File: config.mk
export PLATFORM = sky130hd
export DESIGN_NAME = sys_cfg_top
export DESIGN_NICKNAME = d
export VERILOG_FILES = /design/src/verilog/sys_cfg_pkg.sv /design/src/verilog/video_geom_pkg.sv /design/src/verilog/ar_window_calc.sv /design/src/verilog/hps_cmd_decoder.sv /design/src/verilog/sys_cfg_top.sv /design/src/verilog/umuldiv.sv /design/src/verilog/video_cfg_regs.sv
export SDC_FILE = /design/constraint.sdc
export NUM_CORES = 1
export LEC_CHECK = 0
export ABC_AREA = 0
export BUFFER_PORTS_ARGS = -buffer_cell sky130_fd_sc_hd__buf_2
export CORE_MARGIN = 2
export CORE_UTILIZATION = 60
export CTS_CLUSTER_SIZE = 8
export DETAILED_ROUTE_END_ITERATION = 16
export GPL_ROUTABILITY_DRIVEN = 1
export PLACE_DENSITY = 0.84
export SETUP_SLACK_MARGIN = 0.15
export SLEW_MARGIN = 20
export SYNTH_ARGS = -nofsm -noshare
export SYNTH_HDL_FRONTEND = slang
export SYNTH_SLANG_ARGS = --single-unit
export TNS_END_PERCENT = 100
File: constraint.sdc
create_clock -name clk_sys -period 6.3 [get_ports clk_sys]
set_input_delay 0.315 -clock clk_sys [delete_from_list [all_inputs] [get_ports clk_sys]]
set_output_delay 0.315 -clock clk_sys [all_outputs]
set_load 0.05 [all_outputs]
File: src/verilog/sys_cfg_pkg.sv
package sys_cfg_pkg;

	// Host word
	localparam int IO_W       = 16;
	localparam int WORD_CNT_W = 4;

	// Command codes
	localparam logic [7:0] CMD_VMODE = 8'h20;
	localparam logic [7:0] CMD_LED   = 8'h25;
	localparam logic [7:0] CMD_VSET  = 8'h27;
	localparam logic [7:0] CMD_HSET  = 8'h37;
	localparam logic [7:0] CMD_ARC   = 8'h3A;

	// First word of a frame
	typedef struct packed {
		logic [7:0] rsvd;
		logic [7:0] code;
	} cmd_view_t;

	// Data word carrying a 12-bit coordinate and a flag
	typedef struct packed {
		logic       flag;
		logic [2:0] rsvd;
		logic [11:0] value;
	} coord_view_t;

	typedef union packed {
		cmd_view_t   cmd;
		coord_view_t coord;
	} io_word_t;

endpackage

File: src/verilog/video_geom_pkg.sv
package video_geom_pkg;

	// Coordinates and sizes
	localparam int COORD_W = 12;

	// Ratio word, top bit flags an absolute size
	localparam int RATIO_W = COORD_W + 1;

	// Multiply-divide datapath
	localparam int PROD_W    = 2 * COORD_W;
	localparam int DIV_CNT_W = $clog2(PROD_W);

	// 1920x1080 after reset
	localparam logic [COORD_W-1:0] DEF_WIDTH  = 12'd1920;
	localparam logic [COORD_W-1:0] DEF_HEIGHT = 12'd1080;

	// Main board LEDs
	localparam int LED_W = 8;

endpackage
File: src/verilog/ar_window_calc.sv
`timescale 1ns/100ps

module ar_window_calc (
	input  logic                                 clk_sys,
	input  logic                                 resetd,

	input  logic [video_geom_pkg::COORD_W-1:0]   i_width,
	input  logic [video_geom_pkg::COORD_W-1:0]   i_height,
	input  logic [video_geom_pkg::COORD_W-1:0]   i_vset,
	input  logic [video_geom_pkg::COORD_W-1:0]   i_hset,
	input  logic                                 i_freescale,
	input  logic [video_geom_pkg::RATIO_W-1:0]   i_arc1x,
	input  logic [video_geom_pkg::RATIO_W-1:0]   i_arc1y,
	input  logic [video_geom_pkg::RATIO_W-1:0]   i_arc2x,
	input  logic [video_geom_pkg::RATIO_W-1:0]   i_arc2y,
	input  logic [video_geom_pkg::RATIO_W-1:0]   i_arx,
	input  logic [video_geom_pkg::RATIO_W-1:0]   i_ary,

	output logic [video_geom_pkg::COORD_W-1:0]   o_hmin,
	output logic [video_geom_pkg::COORD_W-1:0]   o_hmax,
	output logic [video_geom_pkg::COORD_W-1:0]   o_vmin,
	output logic [video_geom_pkg::COORD_W-1:0]   o_vmax,
	output logic                                 o_win_upd
);

	import video_geom_pkg::*;

	logic [COORD_W-1:0] eff_w, eff_h;
	logic [COORD_W-1:0] rx, ry;
	logic               ratio_abs;
	logic [COORD_W-1:0] wcalc, hcalc;
	logic [COORD_W-1:0] vis_w, vis_h;
	logic [2:0]         state;

	logic               md_start;
	logic               md_busy;
	logic [COORD_W-1:0] md_mul1, md_mul2, md_div;
	logic [COORD_W-1:0] md_res;

	umuldiv u_muldiv (
		.clk_sys  (clk_sys),
		.resetd   (resetd),
		.i_start  (md_start),
		.i_mul1   (md_mul1),
		.i_mul2   (md_mul2),
		.i_div    (md_div),
		.o_busy   (md_busy),
		.o_result (md_res)
	);

	////////////////////////////////////////
	// Effective size and ratio select
	////////////////////////////////////////

	always_ff @(posedge clk_sys) begin
		eff_w <= (i_hset != '0 && i_hset < i_width) ? i_hset : i_width;
		eff_h <= (i_vset != '0 && i_vset < i_height) ? i_vset : i_height;

		if (i_ary == '0) begin
			// Core asks for a custom ratio by number
			if (i_arx == RATIO_W'(1)) begin
				rx        <= i_arc1x[COORD_W-1:0];
				ry        <= i_arc1y[COORD_W-1:0];
				ratio_abs <= i_arc1x[COORD_W] | i_arc1y[COORD_W];
			end else if (i_arx == RATIO_W'(2)) begin
				rx        <= i_arc2x[COORD_W-1:0];
				ry        <= i_arc2y[COORD_W-1:0];
				ratio_abs <= i_arc2x[COORD_W] | i_arc2y[COORD_W];
			end else begin
				rx        <= '0;
				ry        <= '0;
				ratio_abs <= 1'b0;
			end
		end else begin
			rx        <= i_arx[COORD_W-1:0];
			ry        <= i_ary[COORD_W-1:0];
			ratio_abs <= i_arx[COORD_W] | i_ary[COORD_W];
		end
	end

	////////////////////////////////////////
	// Window pass
	////////////////////////////////////////

	always_ff @(posedge clk_sys) begin
		if (resetd) begin
			state     <= '0;
			md_start  <= 1'b0;
			o_win_upd <= 1'b0;
			o_hmin    <= '0;
			o_hmax    <= '0;
			o_vmin    <= '0;
			o_vmax    <= '0;
		end else begin
			md_start  <= 1'b0;
			o_win_upd <= 1'b0;
			state     <= state + 1'b1;

			case (state)
				0: begin
					if (i_freescale || rx == '0 || ry == '0) begin
						wcalc <= eff_w;
						hcalc <= eff_h;
						state <= 3'd5;
					end else if (ratio_abs) begin
						wcalc <= rx;
						hcalc <= ry;
						state <= 3'd5;
					end
				end
				// Width from height
				1: begin
					md_mul1  <= eff_h;
					md_mul2  <= rx;
					md_div   <= ry;
					md_start <= 1'b1;
				end
				2: begin
					wcalc <= md_res;
					if (md_start | md_busy) state <= 3'd2;
				end
				// Height from width
				3: begin
					md_mul1  <= eff_w;
					md_mul2  <= ry;
					md_div   <= rx;
					md_start <= 1'b1;
				end
				4: begin
					hcalc <= md_res;
					if (md_start | md_busy) state <= 3'd4;
				end
				5: begin
					vis_w <= (wcalc > eff_w) ? eff_w : wcalc;
					vis_h <= (hcalc > eff_h) ? eff_h : hcalc;
				end
				default: begin
					// Centre and publish
					o_hmin    <= (i_width - vis_w) >> 1;
					o_hmax    <= ((i_width - vis_w) >> 1) + vis_w - 1'b1;
					o_vmin    <= (i_height - vis_h) >> 1;
					o_vmax    <= ((i_height - vis_h) >> 1) + vis_h - 1'b1;
					o_win_upd <= 1'b1;
					state     <= '0;
				end
			endcase
		end
	end

endmodule

File: src/verilog/hps_cmd_decoder.sv
`timescale 1ns/100ps

module hps_cmd_decoder (
	input  logic                                 clk_sys,
	input  logic                                 resetd,

	input  logic                                 i_io_sel,
	input  logic                                 i_io_strobe,
	input  sys_cfg_pkg::io_word_t                i_io_din,

	output logic                                 o_reg_wr,
	output logic [7:0]                           o_reg_cmd,
	output logic [sys_cfg_pkg::WORD_CNT_W-1:0]   o_reg_idx,
	output sys_cfg_pkg::io_word_t                o_reg_data
);

	import sys_cfg_pkg::*;

	logic                  has_cmd;
	logic [WORD_CNT_W-1:0] word_cnt;
	logic                  data_stb;

	// Strobe after the code word
	assign data_stb = i_io_sel & i_io_strobe & has_cmd;

	////////////////////////////////////////
	// Frame tracking
	////////////////////////////////////////

	always_ff @(posedge clk_sys) begin
		if (resetd) begin
			has_cmd   <= 1'b0;
			o_reg_cmd <= '0;
			word_cnt  <= '0;
			o_reg_wr  <= 1'b0;
		end else begin
			o_reg_wr <= 1'b0;

			if (!i_io_sel) begin
				// Frame closed, pending command dropped
				has_cmd <= 1'b0;
			end else if (i_io_strobe) begin
				if (!has_cmd) begin
					has_cmd   <= 1'b1;
					o_reg_cmd <= i_io_din.cmd.code;
					word_cnt  <= '0;
				end else begin
					o_reg_wr <= 1'b1;
					// Stays on the last index
					if (word_cnt != '1) begin
						word_cnt <= word_cnt + 1'b1;
					end
				end
			end
		end
	end

	////////////////////////////////////////
	// Write payload
	////////////////////////////////////////

	always_ff @(posedge clk_sys) begin
		if (data_stb) begin
			o_reg_idx  <= word_cnt;
			o_reg_data <= i_io_din;
		end
	end

endmodule

File: src/verilog/sys_cfg_top.sv
`timescale 1ns/100ps

module sys_cfg_top (
	input  logic                                 clk_sys,
	input  logic                                 resetd,

	input  logic                                 i_io_sel,
	input  logic                                 i_io_strobe,
	input  sys_cfg_pkg::io_word_t                i_io_din,

	input  logic [video_geom_pkg::RATIO_W-1:0]   i_arx,
	input  logic [video_geom_pkg::RATIO_W-1:0]   i_ary,
	input  logic [video_geom_pkg::LED_W-1:0]     i_led_status,

	output logic [video_geom_pkg::LED_W-1:0]     o_led,
	output logic [video_geom_pkg::COORD_W-1:0]   o_hmin,
	output logic [video_geom_pkg::COORD_W-1:0]   o_hmax,
	output logic [video_geom_pkg::COORD_W-1:0]   o_vmin,
	output logic [video_geom_pkg::COORD_W-1:0]   o_vmax,
	output logic                                 o_win_upd
);

	import sys_cfg_pkg::*;
	import video_geom_pkg::*;

	logic                  reg_wr;
	logic [7:0]            reg_cmd;
	logic [WORD_CNT_W-1:0] reg_idx;
	io_word_t              reg_data;

	logic [COORD_W-1:0]    width, height, vset, hset;
	logic                  freescale;
	logic [RATIO_W-1:0]    arc1x, arc1y, arc2x, arc2y;

	hps_cmd_decoder u_decoder (
		.clk_sys     (clk_sys),
		.resetd      (resetd),
		.i_io_sel    (i_io_sel),
		.i_io_strobe (i_io_strobe),
		.i_io_din    (i_io_din),
		.o_reg_wr    (reg_wr),
		.o_reg_cmd   (reg_cmd),
		.o_reg_idx   (reg_idx),
		.o_reg_data  (reg_data)
	);

	video_cfg_regs u_regs (
		.clk_sys      (clk_sys),
		.resetd       (resetd),
		.i_reg_wr     (reg_wr),
		.i_reg_cmd    (reg_cmd),
		.i_reg_idx    (reg_idx),
		.i_reg_data   (reg_data),
		.i_led_status (i_led_status),
		.o_width      (width),
		.o_height     (height),
		.o_vset       (vset),
		.o_hset       (hset),
		.o_freescale  (freescale),
		.o_arc1x      (arc1x),
		.o_arc1y      (arc1y),
		.o_arc2x      (arc2x),
		.o_arc2y      (arc2y),
		.o_led        (o_led)
	);

	ar_window_calc u_window (
		.clk_sys     (clk_sys),
		.resetd      (resetd),
		.i_width     (width),
		.i_height    (height),
		.i_vset      (vset),
		.i_hset      (hset),
		.i_freescale (freescale),
		.i_arc1x     (arc1x),
		.i_arc1y     (arc1y),
		.i_arc2x     (arc2x),
		.i_arc2y     (arc2y),
		.i_arx       (i_arx),
		.i_ary       (i_ary),
		.o_hmin      (o_hmin),
		.o_hmax      (o_hmax),
		.o_vmin      (o_vmin),
		.o_vmax      (o_vmax),
		.o_win_upd   (o_win_upd)
	);

endmodule

File: src/verilog/umuldiv.sv
`timescale 1ns/100ps

module umuldiv (
	input  logic                                 clk_sys,
	input  logic                                 resetd,
	input  logic                                 i_start,
	input  logic [video_geom_pkg::COORD_W-1:0]   i_mul1,
	input  logic [video_geom_pkg::COORD_W-1:0]   i_mul2,
	input  logic [video_geom_pkg::COORD_W-1:0]   i_div,
	output logic                                 o_busy,
	output logic [video_geom_pkg::COORD_W-1:0]   o_result
);

	import video_geom_pkg::*;

	logic [PROD_W-1:0]    quot;
	logic [COORD_W-1:0]   rem;
	logic [COORD_W-1:0]   divisor;
	logic [DIV_CNT_W-1:0] step;
	logic [COORD_W:0]     trial;

	// Partial remainder with next dividend bit
	assign trial    = {rem, quot[PROD_W-1]};
	assign o_result = quot[COORD_W-1:0];

	always_ff @(posedge clk_sys) begin
		if (resetd) begin
			o_busy <= 1'b0;
			step   <= '0;
		end else if (i_start) begin
			o_busy <= 1'b1;
			step   <= '0;
		end else if (o_busy) begin
			if (step == DIV_CNT_W'(PROD_W - 1)) o_busy <= 1'b0;
			else step <= step + 1'b1;
		end
	end

	// Product shifts out while quotient bits shift in
	always_ff @(posedge clk_sys) begin
		if (i_start) begin
			quot    <= i_mul1 * i_mul2;
			rem     <= '0;
			divisor <= i_div;
		end else if (o_busy) begin
			if (trial >= {1'b0, divisor}) begin
				rem  <= COORD_W'(trial - {1'b0, divisor});
				quot <= {quot[PROD_W-2:0], 1'b1};
			end else begin
				rem  <= trial[COORD_W-1:0];
				quot <= {quot[PROD_W-2:0], 1'b0};
			end
		end
	end

endmodule

File: src/verilog/video_cfg_regs.sv
`timescale 1ns/100ps

module video_cfg_regs (
	input  logic                                 clk_sys,
	input  logic                                 resetd,

	input  logic                                 i_reg_wr,
	input  logic [7:0]                           i_reg_cmd,
	input  logic [sys_cfg_pkg::WORD_CNT_W-1:0]   i_reg_idx,
	input  sys_cfg_pkg::io_word_t                i_reg_data,
	input  logic [video_geom_pkg::LED_W-1:0]     i_led_status,

	output logic [video_geom_pkg::COORD_W-1:0]   o_width,
	output logic [video_geom_pkg::COORD_W-1:0]   o_height,
	output logic [video_geom_pkg::COORD_W-1:0]   o_vset,
	output logic [video_geom_pkg::COORD_W-1:0]   o_hset,
	output logic                                 o_freescale,
	output logic [video_geom_pkg::RATIO_W-1:0]   o_arc1x,
	output logic [video_geom_pkg::RATIO_W-1:0]   o_arc1y,
	output logic [video_geom_pkg::RATIO_W-1:0]   o_arc2x,
	output logic [video_geom_pkg::RATIO_W-1:0]   o_arc2y,
	output logic [video_geom_pkg::LED_W-1:0]     o_led
);

	import sys_cfg_pkg::*;
	import video_geom_pkg::*;

	logic [LED_W-1:0]   led_override;
	logic [LED_W-1:0]   led_state;
	logic [RATIO_W-1:0] arc_word;

	// Flag on top of the 12-bit value
	assign arc_word = {i_reg_data.coord.flag, i_reg_data.coord.value};

	always_ff @(posedge clk_sys) begin
		if (resetd) begin
			o_width      <= DEF_WIDTH;
			o_height     <= DEF_HEIGHT;
			o_vset       <= '0;
			o_hset       <= '0;
			o_freescale  <= 1'b0;
			o_arc1x      <= '0;
			o_arc1y      <= '0;
			o_arc2x      <= '0;
			o_arc2y      <= '0;
			led_override <= '0;
			led_state    <= '0;
		end else if (i_reg_wr) begin
			case (i_reg_cmd)
				CMD_VMODE: begin
					// Only active width and height kept
					if (i_reg_idx == 0) o_width  <= i_reg_data.coord.value;
					if (i_reg_idx == 4) o_height <= i_reg_data.coord.value;
				end
				CMD_LED: begin
					if (i_reg_idx == 0) begin
						led_override <= i_reg_data[IO_W-1:LED_W];
						led_state    <= i_reg_data[LED_W-1:0];
					end
				end
				CMD_VSET: begin
					if (i_reg_idx == 0) o_vset <= i_reg_data.coord.value;
				end
				CMD_HSET: begin
					if (i_reg_idx == 0) begin
						o_freescale <= i_reg_data.coord.flag;
						o_hset      <= i_reg_data.coord.value;
					end
				end
				CMD_ARC: begin
					case (i_reg_idx)
						0: o_arc1x <= arc_word;
						1: o_arc1y <= arc_word;
						2: o_arc2x <= arc_word;
						3: o_arc2y <= arc_word;
						default: ;
					endcase
				end
				default: ;
			endcase
		end
	end

	// Overridden bits take the host state
	assign o_led = (led_override & led_state) | (~led_override & i_led_status);

endmodule

==> results.md <==
Global route:
- The largest net degree at the start of global routing is 112.
- The overall global routing resource usage is 30.0%.
- After global routing the overflow that remains totals 0.
- The via count of the first global-routing pass is 18500.
- The number of antenna violations at the first check in global routing came to 0.
- The wire length of the first global-routing pass is 97400 um.

Hold path:
- The worst hold-check path type is input pin to register.

CTS:
- The root buffer cell chosen for the clock tree is clkbuf_16.
- Buffers inserted during clock tree synthesis total 55.
- After clock tree synthesis, the clock-pin slew on the worst setup and hold paths is 0.06 ns.
- The number of H-tree levels is 2.
- TritonCTS built the clock tree.
- The number of buffers on the longest clock path is 3.
- The later pin in the worst-skew pair is clocked with a latency of 0.62 ns.
- In this run the post-CTS setup repair buffer count came out at 0.
- The number of sinks handled by clock tree synthesis is 389.

Synth:
- Counting distinct cell types in the post-synthesis netlist gives 85.
- The share of the Yosys chip area taken by registers is 38.8%.
- Of all cell types, the one taking the most synthesized area is dfxtp_1.
- By instance count, the leading cell after synthesis is nand2_1.
- For this run, the leading register cell type out of synthesis is dfxtp_1.
- The count of flip-flops with a built-in enable after synthesis is 140.
- Ranked by total cell area, the synthesized netlist is headed by dfxtp_1 21%, edfxtp_1 18%, ha_1 10%.
- The mean cell area of the mapped netlist is 9.67 um2.
- During synthesis, Yosys emitted a total of 0 warnings.
- The commonest cells after synthesis are 326 x nand2_1, 270 x inv_1, 249 x dfxtp_1, 189 x ha_1, 142 x nor2_1.
- Summed over its instances, the top area cell type makes up 21.0% of the synthesized netlist area.
- After synthesis the netlist holds a flip-flop and latch count of 389.
- The instance count of the mapped netlist is 2452.
- The area of the mapped netlist is 23700 um2.
- In the synthesized netlist the async set-or-reset flop fraction comes to 0%.

Floorplanning:
- The initial core utilization is 61.1%.
- The I/O pin total is 111.
- Measured along the x axis, the die boundary spans 203 um.
- The area of the placeable core is 38800 um2.
- The die is 203 um tall.
- The full die area is 41100 um2.
- The floorplan has 72 rows.

Outcome:
- The flow ran to the end, and the final reports show no timing, DRC or antenna violations.

Worst setup path:
- STA classifies the critical path endpoint as a register.
- The worst setup path is launched from a register.
- The arrival time reported for the critical path endpoint is 5.79 ns.
- The critical path data required time is 6.66 ns.
- Of all nets on the critical path, the largest fanout is 12.
- The start-to-end type of the worst setup path is register to register.

Timing:
- For the pin with the worst max-slew slack, the measured transition is 1.21 ns.
- The maximum clock skew at final layout is 0.0454 ns.
- The routed design could run at a clock period as short as 5.43 ns.
- The setup violation total in the final timing report is 0.
- The highest clock rate is 0.184 GHz.
- Setup repair after global routing left no endpoint under its margin.
- The accumulated negative setup slack is 0 ns.
- The final worst slack is 0.868 ns.
- Measured against its own limit, the worst slew margin works out to 19.4%.
- The fraction of the cycle the final worst path needs is 86.2%.
- The final-report max-slew violation count is 0.
- The final-layout worst hold slack is 0.0704 ns.
- The count of endpoints failing hold in the final timing report is 0.

Cells and area:
- The share of layout cells above drive strength 1 is 11.4%.
- The area growth from synthesis to layout is 12.2%.
- The number of nets in the final layout is 2909.

Detailed routing:
- In this run, the number of DRC markers left after iteration 0 of detailed routing was 1509.
- The count of nets left with antenna violations once routing finished came out at 0.
- The post-route DRC violation count is 0.
- The total wirelength of the detailed-routed design is 61700 um.
- Dividing the detail-routed via count by the number of cells gives 5.95.
- The routed wire length per instance is 19.8 um.
- The number of search-and-repair iterations in the first detailed-routing pass is 6.
- The total via count after detailed routing is 18500.

Power:
- Across the VDD grid, the largest voltage drop is 0.927 mV.
- In this run the power density over the cells is 591 nW/um2.
- The final total power is 15.7 mW.
- The analysis attributes to cell leakage a power of 11.3 nW.

Placed design:
- The pre-CTS setup slack is 0.889 ns.
- The sum of net half-perimeters after detailed placement is 42800 um.
- Buffers placed on the I/O ports in this run total 108.
- The final weighted congestion in routability-driven placement is 0.948.

Flow run:
- The max-capacitance violation count is 0.
critical path, stage by stage (launching register included):
cell	delay [ns]
edfxtp_1	0.58
and2_1	0.25
fa_1	0.55
fa_1	0.44
fa_1	0.52
fa_1	0.55
inv_1	0.05
fa_1	0.54
inv_1	0.05
ha_1	0.35
a21oi_1	0.29
o221ai_1	0.19
o32ai_1	0.25
o31ai_1	0.13
xor2_1	0.15
mux2_2	0.27
worst paths after layout:
path	startpoint	to	slack (ns)	cells past startpoint
max	u_window.md_mul2[8]	u_window.u_muldiv.quot[20]	0.87	15
min reg2reg	u_window.md_div[9]	u_window.u_muldiv.divisor[9]	0.42	0
max reg2reg	u_window.md_mul2[8]	u_window.u_muldiv.quot[20]	0.87	15
min	i_io_strobe	u_decoder.has_cmd	0.07	3
power breakdown:
| group | switching (mW) | internal [mW] | leakage, nW | total, mW |
|---|---|---|---|---|
| registers | 0.284 | 3.06 | 3.31 | 3.34 |
| logic | 5.85 | 3.79 | 7.23 | 9.64 |
| clock network | 1.11 | 1.61 | 0.742 | 2.72 |
| total | 7.24 | 8.46 | 11.3 | 15.7 |
state kept, by name (all words and copies together) (netlist names), 13 cells and up:
signal and flops:
u_regs.o_arc2y 13, u_regs.o_arc1y 13, u_regs.o_arc2x 13, u_decoder.o_reg_data 16, u_window.u_muldiv.quot 24, u_regs.o_arc1x 13
cell usage in the layout, fill, tap and decap left out, drive strengths merged, types with 8 or more instances in the layout:
cell	n
a211o	10
a211oi	8
a21o	29
a21oi	115
a22oi	26
a311oi	11
a31oi	13
and2	61
and3	9
buf	128
clkbuf	86
dfxtp	249
dlygate4sd3	41
edfxtp	140
fa	105
ha	189
inv	273
mux2	97
mux2i	94
nand2	330
nand2b	20
nand3	20
nand4	24
nor2	142
nor2b	15
nor3	35
nor3b	8
nor4	22
o21ai	134
o21bai	17
xnor2	30
xor2	34
what timing repair did:
action	CTS	global route
hold buffers	41	0
resized for setup	0	0
endpoints found under the hold margin	48	0
area by class of cell:
class	count	area, um2
multi-input combinational	1674	13000
fill	2725	12200
sequential	389	9190
clock buffer	86	1490
timing repair buffer	169	1110
inverter	272	1020
tap	518	648
clock inverter	5	83.8
antenna	1	2.50
kinds of logic (layout without fill, tap and decap cells):
logic type | after synthesis | in the layout | share of synthesized area, %
AO/OA/AOI/OAI | 416 | 416 | 11.2
multiplexers | 191 | 191 | 8.58
buffers and inverters | 390 | 532 | 6.42
adder cells (fa/ha/maj) | 294 | 294 | 18.8
XOR/XNOR | 64 | 64 | 2.36
other | 1 | 3 | 0.0158
flip-flops | 389 | 389 | 38.8
AND/OR/NAND/NOR | 707 | 707 | 13.9
per-stage QoR:
stage / util [%] / cell area (um2) / instances
3_5_place_dp: 63.3 / 24600 / 2979
6_report: 68.5 / 26600 / 3114
4_1_cts: 68.4 / 26600 / 3111
2_1_floorplan: - / 23700 / 2453
3_3_place_gp: 63.3 / 24600 / 2979
5_1_grt: 68.5 / 26600 / 3113
metal layers:
layer	wire [um]	global-route usage, %
met3	4880	4.72
met1	25600	40.3
met2	28700	48.3
met5	0	0
met4	2530	12.8
(Power assumes the default switching activity.)
